File: src/common/cache_pkg.sv
package cache_pkg;

  localparam int cache_addr_w  = 32;
  localparam int cache_data_w  = 32;
  localparam int cache_be_w    = 4;
  localparam int cache_burst_w = 4;
  localparam int cache_io_bit  = 31;  // Addresses with this bit set bypass the cache

endpackage

File: src/cache/cache_arb.sv
`timescale 1ns/1ps

module cache_arb import cache_pkg::*; (
  input  logic                     clk,
  input  logic                     rest,
  // CPU side
  input  logic [cache_addr_w-1:0]  s0_address,
  input  logic [cache_be_w-1:0]    s0_byteenable,
  input  logic                     s0_read,
  input  logic                     s0_write,
  input  logic [cache_data_w-1:0]  s0_writedata,
  output logic                     s0_waitrequest,
  output logic [cache_data_w-1:0]  s0_readdata,
  output logic                     s0_readdatavalid,
  // Refill engine side
  input  logic [cache_addr_w-1:0]  s1_address,
  input  logic [cache_be_w-1:0]    s1_byteenable,
  input  logic                     s1_read,
  input  logic                     s1_write,
  input  logic [cache_data_w-1:0]  s1_writedata,
  input  logic                     s1_beginbursttransfer,
  input  logic [cache_burst_w-1:0] s1_burstcount,
  output logic                     s1_waitrequest,
  output logic [cache_data_w-1:0]  s1_readdata,
  output logic                     s1_readdatavalid,
  // Cache controller
  output logic [cache_addr_w-1:0]  m0_address,
  output logic [cache_be_w-1:0]    m0_byteenable,
  output logic                     m0_read,
  output logic                     m0_write,
  output logic [cache_data_w-1:0]  m0_writedata,
  input  logic                     m0_waitrequest,
  input  logic [cache_data_w-1:0]  m0_readdata,
  input  logic                     m0_readdatavalid,
  // External bus
  output logic [cache_addr_w-1:0]  m1_address,
  output logic [cache_be_w-1:0]    m1_byteenable,
  output logic                     m1_read,
  output logic                     m1_write,
  output logic [cache_data_w-1:0]  m1_writedata,
  output logic                     m1_beginbursttransfer,
  output logic [cache_burst_w-1:0] m1_burstcount,
  input  logic                     m1_waitrequest,
  input  logic [cache_data_w-1:0]  m1_readdata,
  input  logic                     m1_readdatavalid,
  output logic                     rw_bus_idle
);

  logic [3:0] count;  // Outstanding IO reads on the external bus
  logic       is_io;
  logic       bus_idle;
  logic       sel;    // 1 selects the cache side, 0 lets IO through
  logic       hold;

  assign is_io       = s0_address[cache_io_bit];
  assign bus_idle    = (count == 4'd0);
  assign rw_bus_idle = bus_idle;
  assign sel         = (m0_waitrequest || !is_io) && bus_idle;
  assign hold        = !is_io && !bus_idle;  // Cached access waits for IO reads to drain

  ////////////////////////////////////////////////////////////////////////////
  // Commands

  // The cache only sees a cached strobe the CPU can actually complete this cycle
  assign m0_address    = s0_address;
  assign m0_byteenable = s0_byteenable;
  assign m0_writedata  = s0_writedata;
  assign m0_read       = s0_read && !is_io && bus_idle && !m1_waitrequest;
  assign m0_write      = s0_write && !is_io && bus_idle && !m1_waitrequest;

  assign m1_address            = sel ? s1_address : s0_address;
  assign m1_byteenable         = sel ? s1_byteenable : s0_byteenable;
  assign m1_read               = sel ? s1_read : s0_read && !hold;
  assign m1_write              = sel ? s1_write : s0_write && !hold;
  assign m1_writedata          = sel ? s1_writedata : s0_writedata;
  assign m1_beginbursttransfer = sel && s1_beginbursttransfer;
  assign m1_burstcount         = sel ? s1_burstcount : '0;

  assign s0_waitrequest = m0_waitrequest || m1_waitrequest || hold;
  assign s1_waitrequest = m1_waitrequest;

  ////////////////////////////////////////////////////////////////////////////
  // Responses

  assign s0_readdata      = sel ? m0_readdata : m1_readdata;
  assign s0_readdatavalid = sel ? m0_readdatavalid : m1_readdatavalid;
  assign s1_readdata      = m1_readdata;
  assign s1_readdatavalid = m1_readdatavalid && sel;

  always_ff @(posedge clk or negedge rest) begin
    if (!rest) begin
      count <= 4'd0;
    end else if (!sel) begin
      case ({m1_read && !m1_waitrequest, m1_readdatavalid})
        2'b10: if (count != 4'd15) count <= count + 4'd1;
        2'b01: if (count != 4'd0) count <= count - 4'd1;
        default: begin
        end
      endcase
    end
  end

endmodule

File: src/cache/cache_ri.sv
`timescale 1ns/1ps

module cache_ri import cache_pkg::*; #(
  parameter int line_words = 4
) (
  input  logic                          clk,
  input  logic                          rest,
  input  logic                          refill_req,
  input  logic [cache_addr_w-1:0]       refill_addr,
  output logic                          refill_word_valid,
  output logic [cache_data_w-1:0]       refill_word,
  output logic [$clog2(line_words)-1:0] refill_index,
  output logic                          refill_done,
  input  logic                          wr_req,
  input  logic [cache_addr_w-1:0]       wr_addr,
  input  logic [cache_data_w-1:0]       wr_data,
  input  logic [cache_be_w-1:0]         wr_be,
  output logic                          wr_done,
  output logic [cache_addr_w-1:0]       address,
  output logic [cache_be_w-1:0]         byteenable,
  output logic                          read,
  output logic                          write,
  output logic [cache_data_w-1:0]       writedata,
  output logic                          beginbursttransfer,
  output logic [cache_burst_w-1:0]      burstcount,
  input  logic                          waitrequest,
  input  logic [cache_data_w-1:0]       readdata,
  input  logic                          readdatavalid
);

  localparam int cnt_w = $clog2(line_words);
  localparam logic [cnt_w-1:0] last_idx = cnt_w'(line_words - 1);

  typedef enum logic [2:0] {
    s_idle,
    s_rcmd,
    s_rdata,
    s_rdone,
    s_wcmd
  } ri_state_t;

  ri_state_t        state;
  logic             first_cmd;  // First cycle of the burst command
  logic [cnt_w-1:0] word_cnt;

  always_ff @(posedge clk or negedge rest) begin
    if (!rest) begin
      state     <= s_idle;
      first_cmd <= 1'b0;
      word_cnt  <= '0;
    end else begin
      case (state)
        s_idle: begin
          if (refill_req) begin
            state     <= s_rcmd;
            first_cmd <= 1'b1;
            word_cnt  <= '0;
          end else if (wr_req) begin
            state <= s_wcmd;
          end
        end
        s_rcmd: begin
          first_cmd <= 1'b0;
          if (!waitrequest) state <= s_rdata;
        end
        s_rdata: begin
          if (readdatavalid) begin
            word_cnt <= word_cnt + cnt_w'(1);
            if (word_cnt == last_idx) state <= s_rdone;
          end
        end
        s_rdone: state <= s_idle;  // Lets the controller drop refill_req
        s_wcmd:  if (!waitrequest) state <= s_idle;
        default: state <= s_idle;
      endcase
    end
  end

  ////////////////////////////////////////////////////////////////////////////
  // Bus command held by the state under waitrequest

  assign read               = (state == s_rcmd);
  assign write              = (state == s_wcmd);
  assign beginbursttransfer = read && first_cmd;
  assign address            = write ? wr_addr : refill_addr;
  assign byteenable         = write ? wr_be : '1;
  assign writedata          = wr_data;
  assign burstcount         = write ? cache_burst_w'(1) : cache_burst_w'(line_words);

  assign refill_word_valid = (state == s_rdata) && readdatavalid;
  assign refill_word       = readdata;
  assign refill_index      = word_cnt;
  assign refill_done       = (state == s_rdone);
  assign wr_done           = write && !waitrequest;

endmodule

File: src/cache/cache_rw.sv
`timescale 1ns/1ps

module cache_rw import cache_pkg::*; #(
  parameter int line_words = 4,
  parameter int sets       = 16
) (
  input  logic                          clk,
  input  logic                          rest,
  input  logic [cache_addr_w-1:0]       address,
  input  logic [cache_be_w-1:0]         byteenable,
  input  logic                          read,
  input  logic                          write,
  input  logic [cache_data_w-1:0]       writedata,
  output logic                          waitrequest,
  output logic [cache_data_w-1:0]       readdata,
  output logic                          readdatavalid,
  input  logic                          rw_bus_idle,
  output logic                          refill_req,
  output logic [cache_addr_w-1:0]       refill_addr,
  input  logic                          refill_word_valid,
  input  logic [cache_data_w-1:0]       refill_word,
  input  logic [$clog2(line_words)-1:0] refill_index,
  input  logic                          refill_done,
  output logic                          wr_req,
  output logic [cache_addr_w-1:0]       wr_addr,
  output logic [cache_data_w-1:0]       wr_data,
  output logic [cache_be_w-1:0]         wr_be,
  input  logic                          wr_done
);

  localparam int off_w = $clog2(line_words);
  localparam int idx_w = $clog2(sets);
  localparam int tag_w = cache_addr_w - idx_w - off_w - 2;

  typedef enum logic [1:0] {
    s_idle,
    s_fill,
    s_wr,
    s_resp
  } rw_state_t;

  rw_state_t         state;
  logic [tag_w-1:0]  tag_mem [sets];
  logic [sets-1:0]   valid;
  logic [cache_data_w-1:0] data_mem [sets*line_words];

  logic [tag_w-1:0]  tag;
  logic [idx_w-1:0]  idx;
  logic [off_w-1:0]  word;
  logic [idx_w-1:0]  fill_idx;
  logic              is_io;
  logic              hit;
  logic              rd_hit;
  logic              rd_miss;
  logic              wr_start;

  assign tag      = address[cache_addr_w-1 -: tag_w];
  assign idx      = address[off_w+2 +: idx_w];
  assign word     = address[2 +: off_w];
  assign fill_idx = refill_addr[off_w+2 +: idx_w];
  assign is_io    = address[cache_io_bit];
  assign hit      = valid[idx] && (tag_mem[idx] == tag);

  // IO addresses never touch the arrays
  assign rd_hit   = (state == s_idle) && read && !is_io && hit;
  assign rd_miss  = (state == s_idle) && read && !is_io && !hit && rw_bus_idle;
  assign wr_start = (state == s_idle) && write && !is_io && rw_bus_idle;

  assign refill_req    = (state == s_fill);
  assign wr_req        = (state == s_wr);
  assign readdatavalid = (state == s_resp);

  // Stays high in s_resp so the arbiter keeps routing the hit data to the CPU
  always_comb begin
    case (state)
      s_idle:  waitrequest = !is_io && (write || (read && !hit));
      s_wr:    waitrequest = !wr_done;  // The write completes with the bus
      default: waitrequest = 1'b1;
    endcase
  end

  ////////////////////////////////////////////////////////////////////////////
  // Control

  always_ff @(posedge clk or negedge rest) begin
    if (!rest) begin
      state <= s_idle;
      valid <= '0;
    end else begin
      case (state)
        s_idle: begin
          if (rd_hit) state <= s_resp;
          else if (rd_miss) state <= s_fill;
          else if (wr_start) state <= s_wr;
        end
        s_fill: begin
          if (refill_done) begin
            valid[fill_idx] <= 1'b1;
            state           <= s_idle;
          end
        end
        s_wr: if (wr_done) state <= s_idle;
        default: state <= s_idle;
      endcase
    end
  end

  ////////////////////////////////////////////////////////////////////////////
  // Arrays and request payload

  always_ff @(posedge clk) begin
    if (rd_hit) readdata <= data_mem[{idx, word}];
    if (rd_miss) refill_addr <= {address[cache_addr_w-1:off_w+2], {(off_w+2){1'b0}}};
    if (wr_start) begin
      wr_addr <= address;
      wr_data <= writedata;
      wr_be   <= byteenable;
    end
    if (state == s_fill && refill_word_valid) data_mem[{fill_idx, refill_index}] <= refill_word;
    if (state == s_fill && refill_done) tag_mem[fill_idx] <= refill_addr[cache_addr_w-1 -: tag_w];
    // Write hit merges into the line, a write miss leaves the arrays alone
    if (wr_start && hit) begin
      for (int b = 0; b < cache_be_w; b++) begin
        if (byteenable[b]) data_mem[{idx, word}][8*b +: 8] <= writedata[8*b +: 8];
      end
    end
  end

endmodule

File: src/design/cache_top.sv
`timescale 1ns/1ps

module cache_top import cache_pkg::*; #(
  parameter int line_words = 4,
  parameter int sets       = 16
) (
  input  logic                     clk,
  input  logic                     rest,
  input  logic [cache_addr_w-1:0]  cpu_address,
  input  logic [cache_be_w-1:0]    cpu_byteenable,
  input  logic                     cpu_read,
  input  logic                     cpu_write,
  input  logic [cache_data_w-1:0]  cpu_writedata,
  output logic                     cpu_waitrequest,
  output logic [cache_data_w-1:0]  cpu_readdata,
  output logic                     cpu_readdatavalid,
  output logic [cache_addr_w-1:0]  bus_address,
  output logic [cache_be_w-1:0]    bus_byteenable,
  output logic                     bus_read,
  output logic                     bus_write,
  output logic [cache_data_w-1:0]  bus_writedata,
  output logic                     bus_beginbursttransfer,
  output logic [cache_burst_w-1:0] bus_burstcount,
  input  logic                     bus_waitrequest,
  input  logic [cache_data_w-1:0]  bus_readdata,
  input  logic                     bus_readdatavalid
);

  // Arbiter to cache controller
  logic [cache_addr_w-1:0]  rw_address;
  logic [cache_be_w-1:0]    rw_byteenable;
  logic                     rw_read;
  logic                     rw_write;
  logic [cache_data_w-1:0]  rw_writedata;
  logic                     rw_waitrequest;
  logic [cache_data_w-1:0]  rw_readdata;
  logic                     rw_readdatavalid;
  logic                     rw_bus_idle;

  // Refill engine to arbiter
  logic [cache_addr_w-1:0]  ri_address;
  logic [cache_be_w-1:0]    ri_byteenable;
  logic                     ri_read;
  logic                     ri_write;
  logic [cache_data_w-1:0]  ri_writedata;
  logic                     ri_beginbursttransfer;
  logic [cache_burst_w-1:0] ri_burstcount;
  logic                     ri_waitrequest;
  logic [cache_data_w-1:0]  ri_readdata;
  logic                     ri_readdatavalid;

  // Controller requests
  logic                          refill_req;
  logic [cache_addr_w-1:0]       refill_addr;
  logic                          refill_word_valid;
  logic [cache_data_w-1:0]       refill_word;
  logic [$clog2(line_words)-1:0] refill_index;
  logic                          refill_done;
  logic                          wr_req;
  logic [cache_addr_w-1:0]       wr_addr;
  logic [cache_data_w-1:0]       wr_data;
  logic [cache_be_w-1:0]         wr_be;
  logic                          wr_done;

  ////////////////////////////////////////////////////////////////////////////

  cache_arb arb0 (
    .clk                   (clk),
    .rest                  (rest),
    .s0_address            (cpu_address),
    .s0_byteenable         (cpu_byteenable),
    .s0_read               (cpu_read),
    .s0_write              (cpu_write),
    .s0_writedata          (cpu_writedata),
    .s0_waitrequest        (cpu_waitrequest),
    .s0_readdata           (cpu_readdata),
    .s0_readdatavalid      (cpu_readdatavalid),
    .s1_address            (ri_address),
    .s1_byteenable         (ri_byteenable),
    .s1_read               (ri_read),
    .s1_write              (ri_write),
    .s1_writedata          (ri_writedata),
    .s1_beginbursttransfer (ri_beginbursttransfer),
    .s1_burstcount         (ri_burstcount),
    .s1_waitrequest        (ri_waitrequest),
    .s1_readdata           (ri_readdata),
    .s1_readdatavalid      (ri_readdatavalid),
    .m0_address            (rw_address),
    .m0_byteenable         (rw_byteenable),
    .m0_read               (rw_read),
    .m0_write              (rw_write),
    .m0_writedata          (rw_writedata),
    .m0_waitrequest        (rw_waitrequest),
    .m0_readdata           (rw_readdata),
    .m0_readdatavalid      (rw_readdatavalid),
    .m1_address            (bus_address),
    .m1_byteenable         (bus_byteenable),
    .m1_read               (bus_read),
    .m1_write              (bus_write),
    .m1_writedata          (bus_writedata),
    .m1_beginbursttransfer (bus_beginbursttransfer),
    .m1_burstcount         (bus_burstcount),
    .m1_waitrequest        (bus_waitrequest),
    .m1_readdata           (bus_readdata),
    .m1_readdatavalid      (bus_readdatavalid),
    .rw_bus_idle           (rw_bus_idle)
  );

  cache_rw #(
    .line_words (line_words),
    .sets       (sets)
  ) rw0 (
    .clk               (clk),
    .rest              (rest),
    .address           (rw_address),
    .byteenable        (rw_byteenable),
    .read              (rw_read),
    .write             (rw_write),
    .writedata         (rw_writedata),
    .waitrequest       (rw_waitrequest),
    .readdata          (rw_readdata),
    .readdatavalid     (rw_readdatavalid),
    .rw_bus_idle       (rw_bus_idle),
    .refill_req        (refill_req),
    .refill_addr       (refill_addr),
    .refill_word_valid (refill_word_valid),
    .refill_word       (refill_word),
    .refill_index      (refill_index),
    .refill_done       (refill_done),
    .wr_req            (wr_req),
    .wr_addr           (wr_addr),
    .wr_data           (wr_data),
    .wr_be             (wr_be),
    .wr_done           (wr_done)
  );

  cache_ri #(
    .line_words (line_words)
  ) ri0 (
    .clk                (clk),
    .rest               (rest),
    .refill_req         (refill_req),
    .refill_addr        (refill_addr),
    .refill_word_valid  (refill_word_valid),
    .refill_word        (refill_word),
    .refill_index       (refill_index),
    .refill_done        (refill_done),
    .wr_req             (wr_req),
    .wr_addr            (wr_addr),
    .wr_data            (wr_data),
    .wr_be              (wr_be),
    .wr_done            (wr_done),
    .address            (ri_address),
    .byteenable         (ri_byteenable),
    .read               (ri_read),
    .write              (ri_write),
    .writedata          (ri_writedata),
    .beginbursttransfer (ri_beginbursttransfer),
    .burstcount         (ri_burstcount),
    .waitrequest        (ri_waitrequest),
    .readdata           (ri_readdata),
    .readdatavalid      (ri_readdatavalid)
  );

endmodule

File: config.mk
export PLATFORM = sky130hd
export DESIGN_NAME = cache_top
export DESIGN_NICKNAME = d
export VERILOG_FILES = /design/src/common/cache_pkg.sv /design/src/cache/cache_arb.sv /design/src/cache/cache_ri.sv /design/src/cache/cache_rw.sv /design/src/design/cache_top.sv
export SDC_FILE = /design/constraint.sdc
export NUM_CORES = 2
export LEC_CHECK = 0
export BUFFER_PORTS_ARGS = -buffer_cell sky130_fd_sc_hd__buf_2
export CAP_MARGIN = 20
export CORE_UTILIZATION = 40
export DETAILED_ROUTE_END_ITERATION = 10
export PLACE_DENSITY = 0.56
export SLEW_MARGIN = 20
export SYNTH_ARGS = -nofsm -noshare
export SYNTH_HDL_FRONTEND = slang
export SYNTH_HIERARCHICAL = 1
export SYNTH_SLANG_ARGS = --single-unit
File: constraint.sdc
create_clock -name clk -period 9.8 [get_ports clk]
set_input_delay 0.49 -clock clk [delete_from_list [all_inputs] [get_ports clk]]
set_output_delay 0.49 -clock clk [all_outputs]
set_load 0.02 [all_outputs]
## Word-level counts from Yosys, hierarchy flattened

Memory sizes are Yosys's and may differ from the RTL's. A register that Yosys moved wholly into a read port is not among the register bits.
Index checks and enable logic that the tools add are counted.

| cells by class | value |
|---|---|
| multiplexer cells | 56 |
| reduce and logical (&&, ||, !) cells | 55 |
| $add $sub $neg | 3 |
| equal/unequal tests | 23 |
| order comparisons | 3 |
| bitwise operators | 2 |

Operators with widths:

| operator | count |
|---|---|
| 2-to-1 mux 32 bit | 5 |
| OR reduction 32 bit | 1 |
| logical AND 1 bit | 31 |
| equality test 24 bit | 1 |
| 2-to-1 mux 4 bit | 6 |
| 2-to-1 mux 1 bit | 22 |
| 2-to-1 mux 3 bit | 7 |
| bitwise OR 16 bit | 1 |
| 2-to-1 mux 2 bit | 7 |
| case mux 3 bit (4 select lines) | 1 |
| < comparator 4 x 5 -> 1 bit, second input constant | 2 |
| != test 2 x 1 -> 1 bit, second input constant | 5 |
| equality test 2 bit, second input constant | 4 |
| != test 2 bit, second input constant | 4 |
| case mux 4 bit (2 select lines) | 1 |
| equality test 3 x 2 -> 1 bit, second input constant | 2 |
| zero test 1 bit | 6 |
| 2-to-1 mux 6 bit | 1 |
| case mux 2 bit (3 select lines) | 1 |
| AND reduction 3 bit | 2 |
| nonzero test 2 bit | 3 |
| AND reduction 5 bit | 1 |
| adder 4 x 1 -> 4 bit, second input constant | 1 |
| binary-select mux 1 bit (select 4 bit) | 1 |
| 20 further kinds | 26 |

| storage, ports and cells | value |
|---|---|
| output and inout port bits | 109 |
| bits in registers | 124 |
| memory bits (writable) | 2,432 |
| memories kept | 2 |

Memories:

| memory | depth | width | read ports | clocked after memory_dff | wr ports | line | RTL |
|---|---|---|---|---|---|---|---|
| rw0.data_mem | 64 | 32 | 1 | 1 | 1 | cache_rw.sv:45 | `logic [cache_data_w-1:0] data_mem [sets*line_words];` |
| rw0.tag_mem | 16 | 24 | 1 | 0 | 1 | cache_rw.sv:43 | `logic [tag_w-1:0] tag_mem [sets];` |

## Logic depth before layout (Yosys ltp)

| logic depth | value |
|---|---|
| depth in word-level cells | 16 |
| gate-level depth with buffers | 23 |
| gate-level depth less buffers | 17 |

## Cells and area by module

The synthesis kept the hierarchy.

By module, submodules not included:

| module | sequential area each (µm²) | area each (µm²) | instances | cells an instance |
|---|---|---|---|---|
| cache_rw | 77,324.2 | 100,420.1 | 1 | 4,434 |
| cache_arb | 100.1 | 2,461.1 | 1 | 480 |
| cache_ri | 150.1 | 1,451.4 | 1 | 147 |

## Worst setup path after synthesis

Ideal clock, no wire load.

| timing path | value |
|---|---|
| path type | input to register |
| start | in cpu_address[5] |
| end | reg rw0.readdata[0], read port of rw0.data_mem, enable pin |
| buffers on the path | 4 |
| required time | 9.295 ns |
| arrival | 5.770 ns |
| path slack | 3.525 ns |
| stages | 11 |
| path through | buf_4 > buf_2 > buf_2 > buf_1 > mux4_2 > mux2i_1 > xor2_1 > nand4_1 > o41ai_2 > o2111ai_1 > nor4_1 |

| on the way | value |
|---|---|
| longest elaborated chain between the ends | 4 |
| elaborated cells on any way between the ends | 6 |

Ends and longest elaborated chain:

| element | line | RTL |
|---|---|---|
| start, declared | cache_top.sv:9 | `input logic [cache_addr_w-1:0] cpu_address,` |
| memory (16 x 24 bit) or binary-select mux 1 bit (select 4 bit) (tied branches) | -- |  |
| equality test 24 bit or 2-to-1 mux 1 bit (tied branches) | cache_rw.sv:62 | `assign hit = valid[idx] && (tag_mem[idx] == tag);` |
| logical AND 1 bit * | cache_rw.sv:62 |  |
| logical AND 1 bit * | cache_rw.sv:65 | `assign rd_hit = (state == s_idle) && read && !is_io && hit;` |
| net rw0.rd_hit | cache_rw.sv:53 | `logic rd_hit;` |
| end, declared | cache_rw.sv:15 | `output logic [cache_data_w-1:0] readdata,` |

The timed path passes the listed nets; every way through them passes the cells marked *. The select of a mux whose other input is x is not followed.
A chain may end at the register's enable or synchronous reset.

## Worst setup path after layout

| timing path | value |
|---|---|
| start | in cpu_address[5] |
| end | out cpu_readdata[31] |

| on the way | value |
|---|---|
| longest elaborated chain between the ends | 11 |
| elaborated cells on any way between the ends | 13 |

Ends and longest elaborated chain:

| element | line | RTL |
|---|---|---|
| memory (16 x 24 bit) or binary-select mux 1 bit (select 4 bit) (tied branches) | -- |  |
| equality test 24 bit or 2-to-1 mux 1 bit (tied branches) | cache_rw.sv:62 |  |
| logical AND 1 bit * | cache_rw.sv:62 |  |
| zero test 1 bit * | cache_rw.sv:76 | `s_idle: waitrequest = !is_io && (write \|\| (read && !hit));` |
| logical AND 1 bit * | cache_rw.sv:76 |  |
| logical OR 1 bit * | cache_rw.sv:76 |  |
| logical AND 1 bit * | cache_rw.sv:76 |  |
| case mux 1 bit (2 select lines) * | cache_rw.sv:75 | `case (state)` |
| net rw_waitrequest | cache_top.sv:35 | `logic rw_waitrequest;` |
| logical OR 1 bit * | cache_arb.sv:58 | `assign sel = (m0_waitrequest \|\| !is_io) && bus_idle;` |
| logical AND 1 bit * | cache_arb.sv:58 |  |
| 2-to-1 mux 32 bit * | cache_arb.sv:85 | `assign s0_readdata = sel ? m0_readdata : m1_readdata;` |
| end, declared | cache_top.sv:15 | `output logic [cache_data_w-1:0] cpu_readdata,` |

Marks and branches as above.

==> key figures <==
Route
  – Met3 wire length: 23.24 mm
  – Via count: 51050
  – DR pass1 iterations: 5
  – Total Wirelength: 289.0 mm
  – Post-DRT Antenna Nets: 0
  – Drt wl/cell: 32.60 um
  – Wire length on met2: 137.4 mm
  – Routed vias/inst: 5.758
  – Drc violations: 0
  – 1st-iter DRT viols: 6514
  – Highest Signal Layer: met5
  – M1 WL: 119.9 mm

Timing
  – Final setup viols: 0
  – Part of the cycle the worst path needs: 73.53%
  – Worst slew margin: 20.08%
  – RSZ-0062 raised after global routing: false
  – Final min period: 7.206 ns
  – Worst-Margin Slew: 1.199 ns
  – Max Clk Rate: 138.8 MHz
  – Hold Vio Cnt, Final: 0
  – Setup TNS: 0 ns
  – Final Max Tran Viols: 0
  – Worst Skew: 0.07317 ns

Finish
  – Non-filler instance count after layout: 8866
  – Fillers: 21580
  – Storage cell area: 0.07757 sq mm
  – Multi-input gate area: 0.02488 sq mm
  – Share of cells above drive strength 1: 29.41%
  – Nets: 5369
  – Finished Core Util: 45.54%
  – Synth-to-layout area growth: 13.26%

Setup path
  – Crit path top cell by count: nand2_1
  – Crit-path max cell delay: 0.90 ns
  – Crit-path cells: buf_8 -> nor2b_4 -> a22o_1 -> a221oi_1 -> xor2_1 -> nor4_1 -> o2111ai_1 -> nor3_4 -> nor2_1 -> or3_1 -> nand2b_1 -> nand2_4 -> buf_4 -> nand2_1 -> nand2_1 -> buf_2
  – R2r setup slk: 3.05 ns
  – Worst EP arrival: 6.72 ns
  – Kind of critical path: input pin to primary output
  – Worst Path Required: 9.31 ns
  – Worst Setup End Kind: primary output
  – Worst Setup SP: cpu_address[5]
  – CP startpoint kind: input pin
  – Worst path slowest cell: nor2b_4
  – Reg2reg start: rw0/tag_mem[5][11]$_DFFE_PP_
  – CP max FO: 75

Clocking
  – # clock sinks: 2588
  – Worst skew pair latency: 0.93 ns
  – Postcts setup bufs: 0
  – H-tree levels: 5
  – Longest Clk Path Bufs: 4
  – CTS Buf Count: 279
  – Register clock-pin slew on the reported worst setup and hold paths: 0.06 ns
  – Root buffer cell: clkbuf_16
  – TritonCTS clock tree: yes

Status
  – Run status: finished clean

Logic synthesis
  – Ys Warns: 6
  – EDFF count, synth: 2560
  – Async SR Flop Fraction: 1.082%
  – Yosys cell types: 82
  – Synthesized area: 0.1043 sq mm
  – Post-synthesis sequential area ratio: 74.35%
  – Synth Instances: 5061
  – FF+latch count, synth: 2588
  – Avg Cell Area, Syn: 20.62 sq um
  – Main synth FF type: edfxtp_1

Pwr
  – Maximum vdd ir drop: 0.1894 mV
  – Static Leak: 0.03721 uW
  – Pwr Density: 201.7 mW/mm^2

Hold path
  – Hold Path Class: input pin to flop
  – Hold path start: cpu_address[2]

Placement
  – Placed cell count: 8317
  – GPL Wtd Cong: 0.8269
  – Port Buffer Count: 212
  – DP HPWL: 176.4 mm

Global routing
  – First-pass GRT wire length: 404.4 mm
  – Overflow after GRT: 0
  – Initial antenna violation count: 36
  – Largest net degree at the start of global routing: 144
  – Number of global-route vias before repair: 50640
  – GRT Overall Usage: 21.97%

Floorplanning
  – Die height: 512.7 um
  – Cell Rows: 187
  – Die ar.: 0.2629 sq mm
  – Core area: 0.2595 sq mm
  – Die width: 512.7 um
  – Starting Density: 40.21%
  – I/O pins: 215

Job
  – Max-Cap Viols: 0
[final cells by class]
type                       count  area share [%]
antenna                       17         0.03600
clock buffer                 334           6.235
clock inverter               133           1.188
inverter                      13         0.05083
multi-input combinational   2016           21.05
sequential                  2588           65.65
tap                         3402           3.602
timing repair buffer         363           2.188
[timing repair]
| action | 4_1_cts | 5_1_grt |
|---|---|---|
| resized for setup | 0 | 0 |
| hold buffers | 65 | 0 |
| hold endpoints to repair | 117 | 0 |
[cell usage after synthesis, types with 10 or more instances]
master / instances / share of area [%]
buf_6: 34 / 0.37
a21oi_1: 16 / 0.077
buf_4: 193 / 1.4
or2_2: 17 / 0.10
mux4_2: 725 / 16
edfxtp_1: 2560 / 74
mux2i_1: 174 / 1.7
buf_2: 23 / 0.11
dfrtp_1: 28 / 0.67
xnor2_1: 10 / 0.084
buf_1: 56 / 0.20
clkbuf_1: 136 / 0.49
xor2_1: 16 / 0.13
nand2b_1: 10 / 0.060
mux2_1: 34 / 0.37
mux2_4: 28 / 0.40
and3_1: 14 / 0.084
nand2_1: 351 / 1.3
nand3_1: 15 / 0.072
nor2_1: 413 / 1.5
a22oi_1: 31 / 0.22
[power by group]
| part | switching, uW | internal, uW |
|---|---|---|
| clock network | 4180 | 6080 |
| registers | 44.7 | 12200 |
| logic | 837 | 518 |
| total | 5060 | 18800 |
[path summary, 6_finish.rpt]
check | cells after the start | end
min in group asynchronous | 2 | ri0/refill_index[0]$_DFFE_PN0P_
setup / recovery | 16 | cpu_readdata[31]
setup reg to reg | 16 | rw0/data_mem[25][22]$_DFFE_PP_
max in group asynchronous | 2 | rw0/valid[8]$_DFFE_PN0P_
hold reg to reg | 1 | rw0/valid[9]$_DFFE_PN0P_
hold / removal | 1 | rw0/wr_addr[2]$_DFFE_PP_
[metal layers]
layer | vias to the layer above | track usage (%)
met3 | 416 | 4.711
li1 | 20820 | -
met1 | 27500 | 30.57
met4 | 10 | 6.725
met2 | 2313 | 34.70
met5 | - | 0
[state kept, by name, summed over array words and instances, names as in the netlist]
signal            count
ri0/first_cmd         1
ri0/refill_index      2
ri0/state             3
rw0/readdata         32
rw0/wr_data          32
rw0/wr_addr          32
rw0/wr_be             4
rw0/state             2
rw0/tag_mem         384
rw0/valid            16
rw0/refill_addr      28
rw0/data_mem       2048
arb0/count            4
[critical path, delay by kind of cell]
| kind | cells | cell delay (ns) |
|---|---|---|
| AND/OR/NAND/NOR | 9 | 3.99 |
| buffers and inverters | 3 | 1.24 |
| AO/OA/AOI/OAI | 3 | 0.67 |
| XOR/XNOR | 1 | 0.23 |
[placed cells by master (no fill, tap or decap), types with 9 or more instances in the layout]
master / instances
mux2i_2: 14
nand3_1: 15
bufinv_16: 28
mux4_2: 725
diode_2: 17
mux2i_1: 110
clkinv_4: 11
buf_2: 207
mux2_4: 48
mux2i_4: 50
edfxtp_1: 2560
a22oi_1: 31
buf_4: 74
nand2_1: 350
xor2_1: 16
a21oi_1: 16
clkbuf_1: 45
o21ai_0: 9
nor2_1: 400
clkbuf_16: 286
mux2_2: 19
and3_1: 13
clkinv_1: 42
nand2b_1: 10
or2_2: 17
dfrtp_1: 28
buf_12: 10
nor2_4: 13
dlygate4sd3_1: 65
xnor2_1: 10
a22o_1: 9
clkinv_2: 44
[per-stage QoR]
| stage | hold slack, ns | setup WS, ns | power [uW] | area, sq um |
|---|---|---|---|---|
| after CTS | 0.03167 | 2.502 | 24030 | 118100 |
| after floorplan | 0.1944 | 3.525 | 13310 | 104300 |
| after global routing | 0.06736 | 2.253 | 24500 | 118100 |
| final | 0.07007 | 2.594 | 23830 | 118200 |
| after global placement | 0.4449 | 2.033 | 13790 | 108600 |
| after detailed placement | 0.4492 | 1.997 | 13800 | 108700 |
[cell families after synthesis]
family | synth area share [%]
flops | 74.35
simple gates | 3.589
mux | 18.16
other cells | 0.007198
buf+inv | 2.713
compound gates | 0.9306
fa+ha+maj | 0.02398
xor+xnor | 0.2183
Note: power is estimated with default switching activity, not from simulation.
